===== config.mk =====
export PLATFORM = sky130hd
export DESIGN_NAME = write_guard
export DESIGN_NICKNAME = d
export VERILOG_FILES = /design/src/source/wg_pkg.sv /design/src/source/write_guard.sv /design/src/source/wg_fault_ctrl.sv /design/src/source/wg_b_stage.sv /design/src/source/wg_w_stage.sv /design/src/source/wg_aw_stage.sv /design/src/source/wg_txn_fifo.sv
export SDC_FILE = /design/constraint.sdc
export NUM_CORES = 1
export LEC_CHECK = 0
export BUFFER_PORTS_ARGS = -buffer_cell sky130_fd_sc_hd__buf_2
export CAP_MARGIN = 5
export CORE_ASPECT_RATIO = 0.9
export CORE_MARGIN = 2
export CORE_UTILIZATION = 27
export DETAILED_ROUTE_END_ITERATION = 10
export SETUP_SLACK_MARGIN = 0.4
export SLEW_MARGIN = 20
export SYNTH_ARGS = -nofsm -noshare
export SYNTH_HDL_FRONTEND = slang
export SYNTH_SLANG_ARGS = --single-unit
export TNS_END_PERCENT = 5

===== constraint.sdc =====
create_clock -name clk_i -period 8 [get_ports clk_i]
set_clock_uncertainty 0.1 [all_clocks]
set_input_delay 0.4 -clock clk_i [delete_from_list [all_inputs] [get_ports clk_i]]
set_output_delay 0.4 -clock clk_i [all_outputs]
set_load 0.01 [all_outputs]

===== src/source/wg_pkg.sv =====
/*
 * Write guard shared definitions
 * Sizes, observed channel structs, FIFO entries and fault codes
 */
package wg_pkg;

  localparam int unsigned IdWidth   = 4;
  localparam int unsigned LenWidth  = 8;
  localparam int unsigned CntWidth  = 8;
  localparam int unsigned MaxWrTxns = 4;

  typedef logic [IdWidth-1:0]  id_t;
  typedef logic [LenWidth-1:0] len_t;
  typedef logic [CntWidth-1:0] cnt_t;

  // Observed handshake levels of the write port
  typedef struct packed {
    logic valid;
    logic ready;
    id_t  id;
    len_t len;
  } aw_chan_t;

  typedef struct packed {
    logic valid;
    logic ready;
    logic last;
  } w_chan_t;

  typedef struct packed {
    logic valid;
    logic ready;
    id_t  id;
  } b_chan_t;

  // Budgets in raw clock cycles
  typedef struct packed {
    cnt_t aw_wait;
    cnt_t w_ready;
    cnt_t w_per_beat;
    cnt_t b_wait;
  } budget_t;

  typedef struct packed {
    id_t  id;
    len_t len;
    cnt_t aw_wait;
    cnt_t w_budget;
  } aw_entry_t;

  typedef struct packed {
    id_t  id;
    cnt_t aw_wait;
    cnt_t w_cycles;
  } b_entry_t;

  typedef struct packed {
    id_t  id;
    cnt_t aw_wait;
    cnt_t w_cycles;
    cnt_t b_wait;
  } latency_t;

  typedef enum logic [2:0] {
    NONE          = 3'd0,
    AW_STALL      = 3'd1,
    TXN_OVERFLOW  = 3'd2,
    W_STALL       = 3'd3,
    W_BURST       = 3'd4,
    W_LEN         = 3'd5,
    B_TIMEOUT     = 3'd6,
    UNWANTED_RESP = 3'd7
  } fault_code_e;

  typedef struct packed {
    logic        valid;
    fault_code_e code;
    id_t         id;
  } fault_t;

  // Counters stop at the top value instead of wrapping
  function automatic cnt_t sat_inc(cnt_t cnt);
    return (cnt == '1) ? cnt : cnt + 1'b1;
  endfunction

endpackage

===== src/source/write_guard.sv =====
/*
 * AXI write guard
 * Passive monitor that times the AW, W and B phases of every write in order
 */
`timescale 1ns/10ps

module write_guard import wg_pkg::*; (
  input  logic     clk_i,
  input  logic     rst_ni,
  input  aw_chan_t aw_i,
  input  w_chan_t  w_i,
  input  b_chan_t  b_i,
  input  budget_t  budget_i,
  input  logic     reset_clear_i,
  output logic     irq_o,
  output logic     reset_req_o,
  output logic     latency_valid_o,
  output latency_t latency_o,
  output fault_t   fault_o
);

  logic      flush;
  logic      aw_push, aw_full, aw_empty, w_pop;
  aw_entry_t aw_entry, aw_head;
  logic      b_push, b_empty, b_pop;
  b_entry_t  b_entry, b_head;
  fault_t    aw_fault, w_fault, b_fault;

  wg_aw_stage i_aw_stage (
    .clk_i       (clk_i),
    .rst_ni      (rst_ni),
    .flush_i     (flush),
    .aw_i        (aw_i),
    .budget_i    (budget_i),
    .fifo_full_i (aw_full),
    .push_o      (aw_push),
    .entry_o     (aw_entry),
    .fault_o     (aw_fault)
  );

  // Writes waiting for their data burst
  wg_txn_fifo #(
    .entry_t (aw_entry_t)
  ) i_aw_fifo (
    .clk_i   (clk_i),
    .rst_ni  (rst_ni),
    .flush_i (flush),
    .push_i  (aw_push),
    .data_i  (aw_entry),
    .pop_i   (w_pop),
    .data_o  (aw_head),
    .empty_o (aw_empty),
    .full_o  (aw_full)
  );

  wg_w_stage i_w_stage (
    .clk_i        (clk_i),
    .rst_ni       (rst_ni),
    .flush_i      (flush),
    .w_i          (w_i),
    .budget_i     (budget_i),
    .head_i       (aw_head),
    .head_valid_i (!aw_empty),
    .pop_o        (w_pop),
    .push_o       (b_push),
    .entry_o      (b_entry),
    .fault_o      (w_fault)
  );

  // Writes waiting for their response
  wg_txn_fifo #(
    .entry_t (b_entry_t)
  ) i_b_fifo (
    .clk_i   (clk_i),
    .rst_ni  (rst_ni),
    .flush_i (flush),
    .push_i  (b_push),
    .data_i  (b_entry),
    .pop_i   (b_pop),
    .data_o  (b_head),
    .empty_o (b_empty),
    .full_o  ()
  );

  wg_b_stage i_b_stage (
    .clk_i           (clk_i),
    .rst_ni          (rst_ni),
    .flush_i         (flush),
    .b_i             (b_i),
    .budget_i        (budget_i),
    .head_i          (b_head),
    .head_valid_i    (!b_empty),
    .pop_o           (b_pop),
    .latency_valid_o (latency_valid_o),
    .latency_o       (latency_o),
    .fault_o         (b_fault)
  );

  wg_fault_ctrl i_fault_ctrl (
    .clk_i         (clk_i),
    .rst_ni        (rst_ni),
    .aw_fault_i    (aw_fault),
    .w_fault_i     (w_fault),
    .b_fault_i     (b_fault),
    .reset_clear_i (reset_clear_i),
    .irq_o         (irq_o),
    .reset_req_o   (reset_req_o),
    .fault_o       (fault_o),
    .flush_o       (flush)
  );

endmodule


===== src/source/wg_fault_ctrl.sv =====
/*
 * Fault controller
 * Keeps the first fault, drives sticky irq and reset request, flushes the stages
 */
`timescale 1ns/10ps

module wg_fault_ctrl import wg_pkg::*; (
  input  logic   clk_i,
  input  logic   rst_ni,
  input  fault_t aw_fault_i,
  input  fault_t w_fault_i,
  input  fault_t b_fault_i,
  input  logic   reset_clear_i,
  output logic   irq_o,
  output logic   reset_req_o,
  output fault_t fault_o,
  output logic   flush_o
);

  logic   irq_q, reset_req_q, flush_q;
  fault_t fault_q;
  fault_t sel;
  logic   reset_class;

  // Later phases win because they belong to older writes
  always_comb begin
    if (b_fault_i.valid) begin
      sel = b_fault_i;
    end else if (w_fault_i.valid) begin
      sel = w_fault_i;
    end else begin
      sel = aw_fault_i;
    end
  end

  // Stalls and stray responses need the bus reset
  assign reset_class = sel.code inside {AW_STALL, W_STALL, UNWANTED_RESP};

  always_ff @(posedge clk_i or negedge rst_ni) begin
    if (!rst_ni) begin
      irq_q       <= 1'b0;
      reset_req_q <= 1'b0;
      flush_q     <= 1'b0;
      fault_q     <= '{valid: 1'b0, code: NONE, id: '0};
    end else begin
      flush_q <= 1'b0;
      if (!irq_q && sel.valid) begin
        irq_q       <= 1'b1;
        reset_req_q <= reset_class;
        flush_q     <= 1'b1;
        fault_q     <= sel;
      end else if (reset_clear_i) begin
        irq_q       <= 1'b0;
        reset_req_q <= 1'b0;
        fault_q     <= '{valid: 1'b0, code: NONE, id: '0};
      end
    end
  end

  assign irq_o       = irq_q;
  assign reset_req_o = reset_req_q;
  assign fault_o     = fault_q;
  assign flush_o     = flush_q;

endmodule


===== src/source/wg_b_stage.sv =====
/*
 * Response phase stage
 * Times the response of the oldest write, matches B ids, emits latency records
 */
`timescale 1ns/10ps

module wg_b_stage import wg_pkg::*; (
  input  logic     clk_i,
  input  logic     rst_ni,
  input  logic     flush_i,
  input  b_chan_t  b_i,
  input  budget_t  budget_i,
  input  b_entry_t head_i,
  input  logic     head_valid_i,
  output logic     pop_o,
  output logic     latency_valid_o,
  output latency_t latency_o,
  output fault_t   fault_o
);

  cnt_t     wait_q;
  logic     latency_valid_q;
  latency_t latency_q;

  logic b_hs, id_match, timeout, unwanted;
  cnt_t wait_cnt;

  assign b_hs     = b_i.valid && b_i.ready;
  assign id_match = head_valid_i && (b_i.id == head_i.id);

  // Cycles since the W last handshake including this one
  assign wait_cnt = sat_inc(wait_q);

  assign timeout  = head_valid_i && (wait_cnt > budget_i.b_wait);
  assign unwanted = b_hs && !id_match;
  assign pop_o    = b_hs && id_match;

  // Counting restarts whenever a new write reaches the head
  always_ff @(posedge clk_i or negedge rst_ni) begin
    if (!rst_ni) begin
      wait_q <= '0;
    end else if (flush_i || pop_o) begin
      wait_q <= '0;
    end else if (head_valid_i) begin
      wait_q <= wait_cnt;
    end
  end

  always_ff @(posedge clk_i or negedge rst_ni) begin
    if (!rst_ni) begin
      latency_valid_q <= 1'b0;
    end else begin
      latency_valid_q <= pop_o && !timeout;
    end
  end

  always_ff @(posedge clk_i) begin
    if (pop_o) begin
      latency_q <= '{
        id:       head_i.id,
        aw_wait:  head_i.aw_wait,
        w_cycles: head_i.w_cycles,
        b_wait:   wait_cnt
      };
    end
  end

  assign latency_valid_o = latency_valid_q;
  assign latency_o       = latency_q;

  always_comb begin
    fault_o = '{valid: 1'b0, code: NONE, id: '0};
    if (unwanted) begin
      fault_o = '{valid: 1'b1, code: UNWANTED_RESP, id: b_i.id};
    end else if (timeout) begin
      fault_o = '{valid: 1'b1, code: B_TIMEOUT, id: head_i.id};
    end
  end

endmodule


===== src/source/wg_w_stage.sv =====
/*
 * Data phase stage
 * Times the burst of the oldest write, checks its beat count and hands it to B
 */
`timescale 1ns/10ps

module wg_w_stage import wg_pkg::*; (
  input  logic      clk_i,
  input  logic      rst_ni,
  input  logic      flush_i,
  input  w_chan_t   w_i,
  input  budget_t   budget_i,
  input  aw_entry_t head_i,
  input  logic      head_valid_i,
  output logic      pop_o,
  output logic      push_o,
  output b_entry_t  entry_o,
  output fault_t    fault_o
);

  logic active_q;
  cnt_t burst_q;
  cnt_t stall_q;
  len_t beat_q;

  logic w_hs, last_hs, in_burst;
  cnt_t burst_cnt;
  logic stall_over, burst_over, len_err;

  // Beats only count while a write is waiting for data
  assign w_hs     = head_valid_i && w_i.valid && w_i.ready;
  assign last_hs  = w_hs && w_i.last;
  assign in_burst = active_q || w_hs;

  // Burst length so far including this cycle
  assign burst_cnt = active_q ? sat_inc(burst_q) : cnt_t'(1);

  always_ff @(posedge clk_i or negedge rst_ni) begin
    if (!rst_ni) begin
      active_q <= 1'b0;
      burst_q  <= '0;
      beat_q   <= '0;
      stall_q  <= '0;
    end else if (flush_i || last_hs) begin
      active_q <= 1'b0;
      burst_q  <= '0;
      beat_q   <= '0;
      stall_q  <= '0;
    end else begin
      if (w_hs) begin
        active_q <= 1'b1;
        beat_q   <= beat_q + 1'b1;
      end
      if (in_burst) begin
        burst_q <= burst_cnt;
      end
      if (head_valid_i && w_i.valid && !w_i.ready) begin
        stall_q <= sat_inc(stall_q);
      end
    end
  end

  assign stall_over = stall_q > budget_i.w_ready;
  assign burst_over = in_burst && (burst_cnt > head_i.w_budget);

  // Early last, or a beat past len that is not flagged last
  assign len_err = w_hs && (w_i.last ? (beat_q != head_i.len) : (beat_q == head_i.len));

  assign pop_o   = last_hs;
  assign push_o  = last_hs;
  assign entry_o = '{id: head_i.id, aw_wait: head_i.aw_wait, w_cycles: burst_cnt};

  always_comb begin
    fault_o = '{valid: 1'b0, code: NONE, id: '0};
    if (stall_over) begin
      fault_o = '{valid: 1'b1, code: W_STALL, id: head_i.id};
    end else if (burst_over) begin
      fault_o = '{valid: 1'b1, code: W_BURST, id: head_i.id};
    end else if (len_err) begin
      fault_o = '{valid: 1'b1, code: W_LEN, id: head_i.id};
    end
  end

endmodule


===== src/source/wg_aw_stage.sv =====
/*
 * Address phase stage
 * Times AW stalls and enqueues each accepted write with its burst budget
 */
`timescale 1ns/10ps

module wg_aw_stage import wg_pkg::*; (
  input  logic      clk_i,
  input  logic      rst_ni,
  input  logic      flush_i,
  input  aw_chan_t  aw_i,
  input  budget_t   budget_i,
  input  logic      fifo_full_i,
  output logic      push_o,
  output aw_entry_t entry_o,
  output fault_t    fault_o
);

  localparam int unsigned ProdWidth = CntWidth + LenWidth + 1;

  cnt_t stall_q;
  logic aw_hs, aw_stall;
  logic stall_over, overflow;
  logic [LenWidth:0]    beats;
  logic [ProdWidth-1:0] burst_budget;
  cnt_t                 w_budget;

  assign aw_hs    = aw_i.valid && aw_i.ready;
  assign aw_stall = aw_i.valid && !aw_i.ready;

  always_ff @(posedge clk_i or negedge rst_ni) begin
    if (!rst_ni) begin
      stall_q <= '0;
    end else if (flush_i || aw_hs) begin
      stall_q <= '0;
    end else if (aw_stall) begin
      stall_q <= sat_inc(stall_q);
    end
  end

  // Burst budget is the per-beat budget times the number of beats
  assign beats        = {1'b0, aw_i.len} + (LenWidth+1)'(1);
  assign burst_budget = {{(LenWidth+1){1'b0}}, budget_i.w_per_beat} *
                        {{CntWidth{1'b0}}, beats};
  assign w_budget     = (|burst_budget[ProdWidth-1:CntWidth]) ? '1 :
                        burst_budget[CntWidth-1:0];

  assign push_o  = aw_hs && !fifo_full_i;
  assign entry_o = '{id: aw_i.id, len: aw_i.len, aw_wait: stall_q, w_budget: w_budget};

  assign stall_over = stall_q > budget_i.aw_wait;
  assign overflow   = aw_hs && fifo_full_i;

  always_comb begin
    fault_o = '{valid: 1'b0, code: NONE, id: '0};
    if (stall_over) begin
      fault_o = '{valid: 1'b1, code: AW_STALL, id: aw_i.id};
    end else if (overflow) begin
      fault_o = '{valid: 1'b1, code: TXN_OVERFLOW, id: aw_i.id};
    end
  end

endmodule


===== src/source/wg_txn_fifo.sv =====
/*
 * In-order transaction FIFO
 * Circular buffer of tracked writes, head shown combinationally, flushable
 */
`timescale 1ns/10ps

module wg_txn_fifo import wg_pkg::*; #(
  parameter type entry_t = logic
) (
  input  logic   clk_i,
  input  logic   rst_ni,
  input  logic   flush_i,
  input  logic   push_i,
  input  entry_t data_i,
  input  logic   pop_i,
  output entry_t data_o,
  output logic   empty_o,
  output logic   full_o
);

  localparam int unsigned PtrWidth = $clog2(MaxWrTxns);

  entry_t mem_q [MaxWrTxns];

  // Extra top bit tells full from empty
  logic [PtrWidth:0] wr_ptr_q, rd_ptr_q;
  logic do_push, do_pop;

  assign empty_o = (wr_ptr_q == rd_ptr_q);
  assign full_o  = (wr_ptr_q[PtrWidth] != rd_ptr_q[PtrWidth]) &&
                   (wr_ptr_q[PtrWidth-1:0] == rd_ptr_q[PtrWidth-1:0]);

  assign do_push = push_i && !full_o;
  assign do_pop  = pop_i && !empty_o;

  assign data_o = mem_q[rd_ptr_q[PtrWidth-1:0]];

  always_ff @(posedge clk_i or negedge rst_ni) begin
    if (!rst_ni) begin
      wr_ptr_q <= '0;
      rd_ptr_q <= '0;
    end else if (flush_i) begin
      wr_ptr_q <= '0;
      rd_ptr_q <= '0;
    end else begin
      if (do_push) begin
        wr_ptr_q <= wr_ptr_q + 1'b1;
      end
      if (do_pop) begin
        rd_ptr_q <= rd_ptr_q + 1'b1;
      end
    end
  end

  always_ff @(posedge clk_i) begin
    if (do_push) begin
      mem_q[wr_ptr_q[PtrWidth-1:0]] <= data_i;
    end
  end

endmodule


==> results.py <==
metrics = {
    "status": {
        "outcome": "finished, final reports clean",
    },
    "setup_path": {
        "crit_top_cell": "fa_1",
        "ff2ff_path_depth": 15,
        "criticalPathCategory": "in2reg",
        "rr_startpoint": "i_w_stage.burst_q[1]",
        "start_kind": "primary input",
        "cp_slowest_cell": "a2111oi_2",
        "arrival_ns": 6.85,
        "critPathRequiredTime_ns": 8.14,
        "cp-startpoint": "aw_i[1]",
        "crit_buf_inv": 5,
        "cp_top_family": "adder cells",
        "crit_fanout": 8,
        "cp.depth": 20,
        "end_kind": "flip-flop",
        "slowest_delay_ns": 0.88,
        "cp_cell_sequence": "dlygate4sd3_1, buf_2, ha_1, xor2_1, nand2_1, fa_1, fa_1, inv_1, fa_1, inv_1, fa_1, inv_1, ha_1, o21ai_0, a21oi_1, o21a_1, o21a_1, or4_1, a2111oi_2, nand3_1",
    },
    "clocking": {
        "cts-hold-fix-buffers": 7,
        "worstSkewPairLatency_ns": 0.58,
        "cts_tree": "yes",
        "cts.repair.resized": 0,
        "clockRootBuffer": "clkbuf_16",
        "clk_pin_slew_ns": 0.06,
        "htree_levels": 1,
        "post_cts_buffers": 0,
        "clk_path_buf_depth": 3,
        "cts.sinks": 284,
        "cts-buffers-inserted": 31,
    },
    "final_layout": {
        "num_antenna_cells": 0,
        "areaGrowthSynthToFinish_pct": 16.1,
        "final_cell_mix": "220 x edfxtp_1, 102 x inv_1, 96 x buf_2",
        "fin_nets": 1405,
        "final_common_cell": "edfxtp_1",
        "drive_gt1_share_pct": 17.8,
    },
    "timing": {
        "tns_ns": 0,
        "final-hold-violation-count": 0,
        "post-route-period-util_pct": 83.9,
        "setup_slack_ns": 1.29,
        "setup_viol": 0,
        "fmax_mhz": 149,
        "rsz0062_at_grt": "false",
        "slew_viol_final": 0,
        "min_period_ns": 6.71,
        "slew_headroom_pct": 26.8,
        "worst_pin_slew_ns": 1.10,
    },
    "synthesis": {
        "ys_seq_elements": 284,
        "synth-async-reset-ratio_pct": 22.5,
        "synth.largest_area_cell": "edfxtp_1",
        "ys.flop_type": "edfxtp_1",
        "yosys_warnings": 0,
        "synth.lib_cells_used.distinct": 63,
        "syn_area_per_cell_um2": 13.4,
        "syn-instance-count": 1103,
        "syn_nets": 1288,
        "synth_enable_flop_cells": 220,
        "syn_area_um2": 14800,
        "yosys.area.top_type_share_pct": 44.7,
        "seq_area_frac_synth_pct": 55.5,
        "ys_top_cells_by_area": "edfxtp_1 45%, dfrtp_1 11%, mux4_2 7.3%",
    },
    "grt": {
        "first_global_vias": 9333,
        "grt_max_degree": 65,
        "grt.busiest_layer": "met2",
        "overflow": 0,
        "met2_usage_pct": 20.1,
        "gr-usage-all-layers_pct": 11.4,
        "use_met3_pct": 1.82,
        "antenna_found_initial": 3,
        "grt_use_met1_pct": 14.6,
        "grt_pass1_wl_um": 51300,
    },
    "floorplanning": {
        "design.portCount": 97,
        "row_count": 81,
        "fp.dieW_um": 251,
        "start_util_pct": 27.3,
        "die_h_um": 226,
        "dieArea_um2": 56700,
        "core_area_um2": 54200,
    },
    "hold_path": {
        "worstHoldPathCells": 1,
        "hold_class": "in2reg",
        "hp-start": "aw_i[2]",
    },
    "place": {
        "dp_slack_ns": 1.13,
        "dp.final_hpwl_um": 22400,
        "port_buffers": 96,
        "gp_congestion": 0.819,
    },
    "detailed_routing": {
        "finalWirelength_um": 31500,
        "viasPerCell": 4.58,
        "drtIter0Drc": 534,
        "drc": 0,
        "dr.pass1.iters": 4,
        "wire_per_inst_um": 16.2,
        "ant_nets": 0,
        "vias": 8905,
    },
    "power_and_ir_drop": {
        "irDropWorstVdd_mv": 0.169,
        "p_per_area_nw_per_um2": 267,
        "p_leak_uw": 0.00671,
    },
    "run": {
        "maxCapViolCount": 0,
    },
}
per-stage QoR:
step	total power (uW)	instance area, um^2	utilization (%)	hold slack [ns]	std cells
finish	4580	17200	31.7	0.0231	1945
CTS	4640	17200	31.7	0.00171	1945
global route	4880	17200	31.7	0.00969	1945
global placement	3200	16100	29.7	0.436	1885
floorplan	2850	14800	-	0.00441	1103
detailed placement	3230	16100	29.7	0.440	1885
where the power goes:
group          leakage [uW]  internal, uW  switching [uW]
clock network      0.000475           814             576
logic               0.00342           540             749
registers           0.00281          1780             122
total               0.00671          3130            1450
final timing paths:
check                                       endpoint  slack (ns)
max in group asynchronous      i_aw_fifo.rd_ptr_q[0]        6.66
min                           i_aw_fifo.mem_q[0][18]        0.02
max reg2reg                  i_fault_ctrl.fault_o[0]        3.83
min in group asynchronous  i_b_stage.latency_valid_o        0.46
max                            i_aw_fifo.mem_q[1][5]        1.29
min reg2reg                  i_fault_ctrl.fault_o[6]        0.45
logic make-up after synthesis:
kind of cell | synth area share [%]
XOR/XNOR | 3.85
AO/OA/AOI/OAI | 5.06
AND/OR/NAND/NOR | 10.6
adder cells (fa/ha/maj) | 12.9
multiplexers | 8.71
buffers and inverters | 3.48
flip-flops | 55.5
synthesized netlist by cell type, types with 14 or more instances:
cell,number
mux4_2,48
o21ai_0,22
edfxtp_1,220
ha_1,85
and2_1,43
mux2i_1,14
a21oi_1,39
nand2_1,72
nand2b_1,15
dfrtp_1,64
fa_1,42
xor2_1,25
nor2_1,86
clkbuf_1,18
nand3_1,30
inv_1,102
nor3_1,14
xnor2_1,40
registers in the layout (all words and copies together) (netlist names):
| name | flops |
|---|---|
| i_w_stage.active_q | 1 |
| i_aw_stage.stall_q | 8 |
| i_w_stage.burst_q | 8 |
| i_b_fifo.mem_q | 80 |
| i_b_stage.latency_valid_o | 1 |
| i_aw_fifo.wr_ptr_q | 3 |
| i_fault_ctrl.fault_o | 8 |
| i_fault_ctrl.reset_req_o | 1 |
| i_b_stage.wait_q | 8 |
| i_aw_fifo.mem_q | 112 |
| i_w_stage.stall_q | 8 |
| i_fault_ctrl.flush_o | 1 |
| i_b_fifo.rd_ptr_q | 3 |
| i_b_stage.latency_o | 28 |
| i_aw_fifo.rd_ptr_q | 3 |
| i_w_stage.beat_q | 8 |
| i_b_fifo.wr_ptr_q | 3 |
layer usage:
metal  part of all wire [%]  vias up
li1                       -     4205
met1                     45     4516
met2                     50      138
met3                    3.8       42
met4                    1.7        4
met5                  0.067        -
area by class of cell:
class | count | area, um^2
Clock buffer | 38 | 812
Clock inverter | 15 | 169
Fill cell | 5300 | 37000
Inverter | 103 | 387
Multi-Input combinational cell | 688 | 6100
Sequential cell | 284 | 8210
Tap cell | 705 | 882
Timing Repair Buffer | 112 | 618
No activity file was read; power rests on OpenSTA's default activity.
